<file path="config.mk">
export PLATFORM = sky130hd
export DESIGN_NAME = dpe_top
export DESIGN_NICKNAME = d
export VERILOG_FILES = /design/src/dpe_pkg.sv /design/src/dpe_stage_if.sv /design/src/dpe_input_stage.sv /design/src/dpe_mult_stage.sv /design/src/dpe_adder_tree.sv /design/src/dpe_accumulator.sv /design/src/dpe_top.sv
export VERILOG_INCLUDE_DIRS = /design/src /design/src/src
export SDC_FILE = /design/constraint.sdc
export NUM_CORES = 2
export LEC_CHECK = 0
export ABC_CLOCK_PERIOD_IN_PS = 6300
export BUFFER_PORTS_ARGS = -buffer_cell sky130_fd_sc_hd__buf_2
export CAP_MARGIN = 5
export CORE_MARGIN = 2
export CORE_UTILIZATION = 55
export CTS_BUF_LIST = sky130_fd_sc_hd__clkbuf_8 sky130_fd_sc_hd__clkbuf_16
export DETAILED_ROUTE_END_ITERATION = 10
export PLACE_DENSITY = 0.74
export SYNTH_ARGS = -nofsm -noshare
export SYNTH_HDL_FRONTEND = slang
export SYNTH_SLANG_ARGS = --single-unit
</file>
<file path="constraint.sdc">
create_clock -name clk -period 6.3 [get_ports clk]
set_clock_uncertainty 0.1 [all_clocks]
set_input_delay 0.315 -clock clk [delete_from_list [all_inputs] [get_ports clk]]
set_output_delay 0.315 -clock clk [all_outputs]
set_load 0.02 [all_outputs]
</file>
<file path="src/dpe_cfg.svh">
// dot product engine sizes
`ifndef DPE_CFG_SVH
`define DPE_CFG_SVH

// one input word per operand per beat
`define DPE_WORD_W 32

// lanes per beat in int8 mode
// int16 mode fills only the lower half
`define DPE_LANES 4

// operand width after sign extension
// also the int16 lane width
`define DPE_OPND_W 16

// full-precision lane product
`define DPE_PROD_W 32

// partial sums and final result, wraps mod 2^32
`define DPE_ACC_W 32

`endif

</file>
<file path="src/dpe_pkg.sv">
// dot product engine types
`include "dpe_cfg.svh"

package dpe_pkg;

    // per-beat word interpretation
    typedef enum logic {
        MODE_INT8  = 1'b0,
        MODE_INT16 = 1'b1
    } dpe_mode_e;

    // raw lane element types
    // named signed types so element selects keep their sign
    typedef logic signed [`DPE_WORD_W/`DPE_LANES-1:0] int8_t;
    typedef logic signed [`DPE_OPND_W-1:0]            int16_t;

    // one input word, two views of the same bits
    // lane 0 sits in the low bits in both views
    typedef union packed {
        int8_t  [`DPE_LANES-1:0]   b8;
        int16_t [`DPE_LANES/2-1:0] h16;
    } lane_word_u;

    // sign-extended operand, wide enough for either mode
    typedef logic signed [`DPE_OPND_W-1:0] opnd_t;

    // 16x16 signed product
    typedef logic signed [`DPE_PROD_W-1:0] prod_t;

    // partial sum and accumulated result
    typedef logic signed [`DPE_ACC_W-1:0] acc_t;

endpackage

</file>
<file path="src/dpe_stage_if.sv">
// pipeline stage links
`include "dpe_cfg.svh"

// input stage to multiply stage
interface operand_if;
    import dpe_pkg::*;

    // beat qualifier and end-of-vector mark
    logic  valid;
    logic  last;

    // decoded operand pairs, lane 0 first
    // payload is don't-care while valid is low
    opnd_t opa [`DPE_LANES];
    opnd_t opb [`DPE_LANES];

    // producer side
    modport src (
        output valid,
        output last,
        output opa,
        output opb
    );

    // consumer side
    modport dst (
        input valid,
        input last,
        input opa,
        input opb
    );
endinterface

// multiply stage to adder tree
interface product_if;
    import dpe_pkg::*;

    logic  valid;
    logic  last;

    // one product per lane
    prod_t prod [`DPE_LANES];

    modport src (
        output valid,
        output last,
        output prod
    );

    modport dst (
        input valid,
        input last,
        input prod
    );
endinterface

</file>
<file path="src/dpe_input_stage.sv">
// beat register and lane decode
`include "dpe_cfg.svh"

module dpe_input_stage (
    input  logic                  clk,
    input  logic                  rst,
    input  logic                  i_valid,
    input  logic                  i_last,
    input  dpe_pkg::dpe_mode_e    i_mode,
    input  dpe_pkg::lane_word_u   i_dataa,
    input  dpe_pkg::lane_word_u   i_datab,
    operand_if.src                o_opnd
);
    import dpe_pkg::*;

    // decoded operands before the register
    opnd_t opa_d [`DPE_LANES];
    opnd_t opb_d [`DPE_LANES];

    // decode both words through the view chosen by the mode
    always_comb begin
        // int8: every lane is one byte, sign-extended
        // int16: start from zero, upper lanes stay zero
        for (int k = 0; k < `DPE_LANES; k++) begin
            if (i_mode == MODE_INT8) begin
                opa_d[k] = opnd_t'(i_dataa.b8[k]);
                opb_d[k] = opnd_t'(i_datab.b8[k]);
            end else begin
                opa_d[k] = '0;
                opb_d[k] = '0;
            end
        end
        // int16: lanes 0 and 1 take the halfwords as they are
        if (i_mode == MODE_INT16) begin
            for (int h = 0; h < `DPE_LANES/2; h++) begin
                opa_d[h] = i_dataa.h16[h];
                opb_d[h] = i_datab.h16[h];
            end
        end
    end

    // qualifier
    always_ff @(posedge clk) begin
        if (rst) begin
            o_opnd.valid <= 1'b0;
        end else begin
            o_opnd.valid <= i_valid;
        end
    end

    // payload, captured every cycle
    // last only matters alongside valid
    always_ff @(posedge clk) begin
        o_opnd.last <= i_last;
        for (int k = 0; k < `DPE_LANES; k++) begin
            o_opnd.opa[k] <= opa_d[k];
            o_opnd.opb[k] <= opb_d[k];
        end
    end

endmodule

</file>
<file path="src/dpe_mult_stage.sv">
// four-lane signed multiply
`include "dpe_cfg.svh"

module dpe_mult_stage (
    input  logic      clk,
    input  logic      rst,
    operand_if.dst    i_opnd,
    product_if.src    o_prod
);
    import dpe_pkg::*;

    // valid follows the operands by one cycle
    always_ff @(posedge clk) begin
        if (rst) begin
            o_prod.valid <= 1'b0;
        end else begin
            o_prod.valid <= i_opnd.valid;
        end
    end

    // products registered in one step
    // operands widened to product width first so the
    // multiply is done signed at full precision
    always_ff @(posedge clk) begin
        o_prod.last <= i_opnd.last;
        for (int k = 0; k < `DPE_LANES; k++) begin
            o_prod.prod[k] <= prod_t'(i_opnd.opa[k]) * prod_t'(i_opnd.opb[k]);
        end
    end

    // largest magnitude is -32768 * -32768 = 2^30, fits signed 32

endmodule

</file>
<file path="src/dpe_adder_tree.sv">
// two-level registered adder tree
module dpe_adder_tree (
    input  logic          clk,
    input  logic          rst,
    product_if.dst        i_prod,
    output logic          o_valid,
    output logic          o_last,
    output dpe_pkg::acc_t o_sum
);
    import dpe_pkg::*;

    // level one pair sums
    // [0] lanes 0+1, [1] lanes 2+3
    acc_t pair_sum [2];

    // qualifier shift, one slot per level
    logic [1:0] valid_sr;
    logic [1:0] last_sr;

    // valid moves with the data, cleared on reset
    always_ff @(posedge clk) begin
        if (rst) begin
            valid_sr <= 2'b00;
        end else begin
            valid_sr <= {valid_sr[0], i_prod.valid};
        end
    end

    // data path, no reset needed
    always_ff @(posedge clk) begin
        // level one
        pair_sum[0] <= acc_t'(i_prod.prod[0]) + acc_t'(i_prod.prod[1]);
        pair_sum[1] <= acc_t'(i_prod.prod[2]) + acc_t'(i_prod.prod[3]);
        // level two, wraps like the accumulator
        o_sum <= pair_sum[0] + pair_sum[1];
        // last rides alongside valid
        last_sr <= {last_sr[0], i_prod.last};
    end

    // outputs from the second slot
    assign o_valid = valid_sr[1];
    assign o_last  = last_sr[1];

endmodule

</file>
<file path="src/dpe_accumulator.sv">
// cross-beat accumulator
module dpe_accumulator (
    input  logic          clk,
    input  logic          rst,
    input  logic          i_valid,
    input  logic          i_last,
    input  dpe_pkg::acc_t i_sum,
    output logic          o_valid,
    output dpe_pkg::acc_t o_result
);
    import dpe_pkg::*;

    // running sum of the vector in progress
    acc_t acc_q;

    // total including the current beat
    acc_t acc_next;

    assign acc_next = acc_q + i_sum;

    always_ff @(posedge clk) begin
        if (rst) begin
            acc_q    <= '0;
            o_valid  <= 1'b0;
            o_result <= '0;
        end else begin
            // single-cycle pulse by default
            o_valid <= 1'b0;
            if (i_valid) begin
                if (i_last) begin
                    // close the vector
                    o_result <= acc_next;
                    o_valid  <= 1'b1;
                    // next beat starts a fresh vector
                    acc_q    <= '0;
                end else begin
                    acc_q <= acc_next;
                end
            end
            // no valid beat: running sum holds
        end
    end

    // o_result keeps the last total between pulses

endmodule

</file>
<file path="src/dpe_top.sv">
// dot product engine top
`include "dpe_cfg.svh"

module dpe_top (
    input  logic                   clk,
    input  logic                   rst,
    input  logic                   i_valid,
    input  logic                   i_last,
    input  logic                   i_mode,
    input  logic [`DPE_WORD_W-1:0] i_dataa,
    input  logic [`DPE_WORD_W-1:0] i_datab,
    output logic                   o_valid,
    output logic [`DPE_ACC_W-1:0]  o_result
);
    import dpe_pkg::*;

    // stage links
    operand_if u_opnd_if ();
    product_if u_prod_if ();

    // adder tree to accumulator
    logic tree_valid;
    logic tree_last;
    acc_t tree_sum;

    // stage 1: register and decode
    // 0 = int8, 1 = int16
    dpe_input_stage u_input (
        .clk     (clk),
        .rst     (rst),
        .i_valid (i_valid),
        .i_last  (i_last),
        .i_mode  (dpe_mode_e'(i_mode)),
        .i_dataa (lane_word_u'(i_dataa)),
        .i_datab (lane_word_u'(i_datab)),
        .o_opnd  (u_opnd_if.src)
    );

    // stage 2: lane products
    dpe_mult_stage u_mult (
        .clk    (clk),
        .rst    (rst),
        .i_opnd (u_opnd_if.dst),
        .o_prod (u_prod_if.src)
    );

    // stages 3 and 4: reduction
    dpe_adder_tree u_tree (
        .clk     (clk),
        .rst     (rst),
        .i_prod  (u_prod_if.dst),
        .o_valid (tree_valid),
        .o_last  (tree_last),
        .o_sum   (tree_sum)
    );

    // stage 5: accumulate until last
    dpe_accumulator u_acc (
        .clk      (clk),
        .rst      (rst),
        .i_valid  (tree_valid),
        .i_last   (tree_last),
        .i_sum    (tree_sum),
        .o_valid  (o_valid),
        .o_result (o_result)
    );

endmodule

</file>
[Word level (Yosys, flattened, before mapping)]
Memory sizes are Yosys's and may differ from the RTL's.
Cells that the tools add are included.
Word-level totals
  bits of input ports: 69
  memories kept: 1
  word-level logic and storage cells: 38
  memory bits (writable): 64
  memory bits (read-only): 0
  bits in registers: 329
  bits in latches: 0
Memory list
  u_tree.pair_sum: words 2, bits a word 32, rd ports 2, clocked after Yosys merged registers in 0, wr ports 2, line dpe_adder_tree.sv:14  | acc_t pair_sum [2];
Operators by class
  bitwise operators: 1
  shifts and indexed selects: 0
  $mul: 4
  order comparisons: 0
  add/sub/neg operators: 4
  muxes and demuxes: 4
  equality and inequality tests: 0
  div/mod/pow operators: 0
  reduce and logical (&&, ||, !) cells: 2
Operators by type and width (count)
  adder 32 bit: 4
  2-to-1 mux 32 bit: 3
  multiplier 16 x 16 -> 32 bit: 2
  multiplier 8 x 8 -> 16 bit: 2
  AND reduction 2 bit: 1
  OR reduction 2 bit: 1
  2-to-1 mux 1 bit: 1
  NOT 1 bit: 1

[Longest topological paths before layout]
  depth in word-level cells: 2
  gate-level depth with buffers: 24

[Hierarchy]
Synthesis repeated with hierarchy kept, for this count alone.
Second synthesis, totals
  cell total of the unflattened synthesis: 5942
  area total of the unflattened synthesis: 55956.2 sq um
Modules (own cells, without submodules)
  dpe_mult_stage: area an instance 41706.2 sq um, cells each 4428, times used 1, sequential area each 2602.5 sq um
  dpe_adder_tree: area an instance 6927.9 sq um, cells each 792, times used 1, sequential area each 2001.9 sq um
  dpe_accumulator: area an instance 4063.9 sq um, cells each 500, times used 1, sequential area each 1301.2 sq um
  dpe_input_stage: area an instance 3258.1 sq um, cells each 222, times used 1, sequential area each 1961.9 sq um

[Worst setup path after synthesis]
Ideal clock, no wire load.
  path type: register to register
  start point: register u_input.o_opnd.opb[55]
  end point: register u_mult.o_prod.prod[121]
  cell stages (with the launch flop): 25
  required time: 6.128 ns
  clock period less this slack: 6.098 ns
  library setup time: 0.072 ns
  arrival time: 5.926 ns
  path slack: 0.202 ns
  path buffers: 2
  cell sequence: dfxtp_1 > clkbuf_1 > nand2_1 > fa_1 > inv_1 > fa_1 > inv_1 > fa_1 > inv_1 > fa_1 > fa_1 > inv_1 > fa_1 > inv_1 > ha_1 > buf_2 > a2111oi_2 > o21ai_1 > a211oi_1 > a21oi_1 > a22o_1 > o31a_1 > o21a_1 > nor2_1 > xnor2_1
On the way
  word-level cells in the longest chain between the ends: 1
RTL lines
  from (decl): line dpe_stage_if.sv:22  | output opb
  from (signal, indexed assignment): line dpe_input_stage.sv:57  | o_opnd.opb[k] <= opb_d[k];
  multiplier 16 x 16 -> 32 bit: line dpe_mult_stage.sv:27  | o_prod.prod[k] <= prod_t'(i_opnd.opa[k]) * prod_t'(i_opnd.opb[k]);
  to (signal, indexed assignment): line dpe_mult_stage.sv:27
  to (decl): line dpe_stage_if.sv:47  | output prod
Every way passes these cells.
A chain may end at the register's enable or synchronous reset.

[Worst setup path after layout]
  start point: register u_input.o_opnd.opa[60]
  end point: register u_mult.o_prod.prod[127]
On the way
  word-level cells in the longest chain between the ends: 1
RTL lines
  from (decl): line dpe_stage_if.sv:21  | output opa,
  from (signal, indexed assignment): line dpe_input_stage.sv:56  | o_opnd.opa[k] <= opa_d[k];
  multiplier 16 x 16 -> 32 bit: line dpe_mult_stage.sv:27
Every way passes these cells.

==> impl_metrics.yaml <==
yosys:
  synth_most_common_cell: "inv_1"
  yosys_warnings: 0
  yosysUniqueCellTypes: 85
  synthCells: 4149
  synth_top_cell_by_area: "fa_1"
  synth_area_um2: 38770
  avgSynthCellArea_um2: 9.344
  synth-async-reset-ratio: 0
  synth_common_cells: "768 x inv_1, 640 x fa_1, 488 x nand2_1"
  syn_nets: 5189
  synth_top_area_frac: 0.3305
  synthTopCellsByArea: "fa_1 33%, dfxtp_1 19%, ha_1 11%, inv_1 7.4%, and2_1 5.3%"
  yosysSeqAreaShare: 0.1864
  synth-edff-count: 0
  ys_ff_latch: 361
  ys.flop_type: "dfxtp_1"
finish:
  final_nets: 5358
  num-fill-cells: 5934
  areaGrowthSynthToFinish_pct: 10.20
  drive_gt1_frac: 0.07869
timing:
  setup_tns_ns: 0
  slew_viol_final: 0
  slew-limit-headroom: 0.2356
  clock.fmax_mhz: 165.1
  tightest_slew_ns: 1.147
  finalSetupViolations: 0
  fin_crit_sh: 0.9613
  hold_violations: 0
  period_minus_slack_ns: 6.056
worst_setup_path:
  cp_data_required_time_ns: 6.68
  arrival_ns: 6.44
  path_class: "flip-flop to flip-flop"
  worst_setup_path_end_kind: "flip-flop"
  start_kind: "flip-flop"
  path_max_fanout: 12
floorplan:
  initial_core_util: 0.5546
  die-area_um2: 72630
  rows: 97
  dieHeight_um: 269.5
  core_area_um2: 69910
  fp.dieW_um: 269.5
  io_pins: 102
global_routing:
  antenna_found_initial: 3
  gr-total-overflow: 0
  grt_max_degree: 86
  grtUsageTotal: 0.2544
  first_global_vias: 29900
  grt_pass1_wl_mm: 149.6
placement:
  finalWeightedCongestion: 0.8978
  io_buffers: 101
  hpwl_mm: 71.21
routing:
  num_vias: 28230
  drc_errors: 0
  wl_mm: 88.59
  dr.pass1.iters: 6
  viasPerCell: 5.339
  post_drt_wl_per_cell_um: 16.76
  ant_nets: 0
  drt_iter0_drc: 1751
clocking:
  cts-root-buf: "clkbuf_16"
  cts.sinks: 361
  htreeDepth: 2
  insertion_delay_ns: 0.59
  clock_path_buffers: 3
  tritoncts: "done"
  cts-buffers-inserted: 40
  cts.clk_slew.worst_paths_ns: 0.06
worst_hold_path:
  hp-class: "input pin to flip-flop"
run:
  maxCapViolCount: 0
status:
  outcome: "completed"
-- cells in the final DEF, fill, tap and decap left out, drive strengths merged, types with 11 or more instances in the layout --
master / instances
xnor2: 134
nor2: 164
nand4: 17
xor2: 47
a21o: 67
a21boi: 11
inv: 775
nor3: 27
a31oi: 15
a21oi: 151
a211oi: 21
o21a: 16
ha: 331
o21bai: 16
nand2: 488
clkbuf: 43
dlygate4sd3: 68
nand3: 34
o21ai: 91
fa: 640
mux2: 14
dfxtp: 361
nor2b: 68
and2: 326
a22oi: 24
buf: 176
nand2b: 47
-- final cells by class --
| class | count | area, µm² | area share |
|---|---|---|---|
| Multi-Input combinational cell | 2903 | 28250 | 0.6613 |
| Sequential cell | 361 | 7281 | 0.1704 |
| Inverter | 768 | 2883 | 0.06748 |
| Timing Repair Buffer | 244 | 1764 | 0.04130 |
| Tap cell | 940 | 1176 | 0.02753 |
| Clock buffer | 43 | 1042 | 0.02440 |
| Clock inverter | 27 | 321.6 | 0.007527 |
| Antenna cell | 1 | 2.502 | 0.00005858 |
-- registers in the layout (all words and copies together) (netlist names) --
signal / flops
u_tree.valid_sr: 2
u_mult.o_prod.last: 1
u_acc.acc_q: 32
u_tree.o_sum: 32
u_input.o_opnd.opa: 48
u_tree.last_sr: 2
u_mult.o_prod.valid: 1
u_input.o_opnd.valid: 1
u_acc.o_valid: 1
u_acc.o_result: 32
u_input.o_opnd.opb: 48
u_input.o_opnd.last: 1
u_mult.o_prod.prod: 96
u_tree.pair_sum: 64
-- worst paths after layout --
path / cells past startpoint / from / to / slack (ns)
setup / recovery: 21 / u_input.o_opnd.opa[60]$_DFF_P_ / u_mult.o_prod.prod[127]$_DFF_P_ / 0.24
hold / removal: 3 / i_dataa[8] / u_input.o_opnd.opa[56]$_DFF_P_ / 0.03
setup reg to reg: 21 / u_input.o_opnd.opa[60]$_DFF_P_ / u_mult.o_prod.prod[127]$_DFF_P_ / 0.24
hold reg to reg: 0 / u_mult.o_prod.last$_DFF_P_ / u_tree.last_sr[0]$_DFF_P_ / 0.23
-- metrics by stage --
step	utilization	hold slack, ns	worst slack (ns)	instances	cell area, µm²
5_1_grt	0.6111	0.01361	-0.003324	5287	42720
3_5_place_dp	0.5800	0.2146	0.01307	5145	40550
3_3_place_gp	0.5800	0.2139	0.1523	5145	40550
4_1_cts	0.6092	0.01503	0.01885	5282	42590
6_report	0.6111	0.02926	0.2437	5287	42720
2_1_floorplan	-	0.2096	0.2020	4149	38770
-- cell families after synthesis --
group	after synthesis	synth area share
AND/OR/NAND/NOR	1232	0.1563
adder cells (fa/ha/maj)	971	0.4373
buffers and inverters	885	0.08582
AO/OA/AOI/OAI	504	0.08862
flip-flops	361	0.1864
XOR/XNOR	182	0.04147
multiplexers	14	0.004066
-- worst max-delay path: stages (launching register included) --
cell	delay [ns]
dfxtp_2	0.36
buf_4	0.19
and2_1	0.18
fa_1	0.54
inv_1	0.05
fa_1	0.45
fa_1	0.52
inv_1	0.06
fa_1	0.52
fa_1	0.50
inv_1	0.05
fa_1	0.47
inv_1	0.04
ha_1	0.20
a2111oi_2	0.28
o21ai_1	0.16
a211oi_2	0.23
a21oi_2	0.13
a221oi_2	0.39
o21ai_2	0.13
and4_1	0.21
nor3_1	0.20
-- metal layers --
layer | wire length [µm] | up-vias | track usage
met2 | 44460 | 728 | 0.4436
li1 | - | 13260 | -
met5 | 10 | - | 0
met1 | 35550 | 14020 | 0.3132
met3 | 3503 | 227 | 0.02716
met4 | 5061 | 2 | 0.1300
-- timing repair --
action / 4_1_cts / 5_1_grt
gates cloned: 0 / 0
hold buffers: 67 / 1
setup endpoints to repair: 1 / 15
hold endpoints to repair: 92 / 1
gates resized for setup: 2 / 54
pin swaps: 0 / 3
setup buffers: 0 / 3
Power is not shown: default switching activity piles up to over one toggle a cycle in this logic, so the estimate is an artifact.
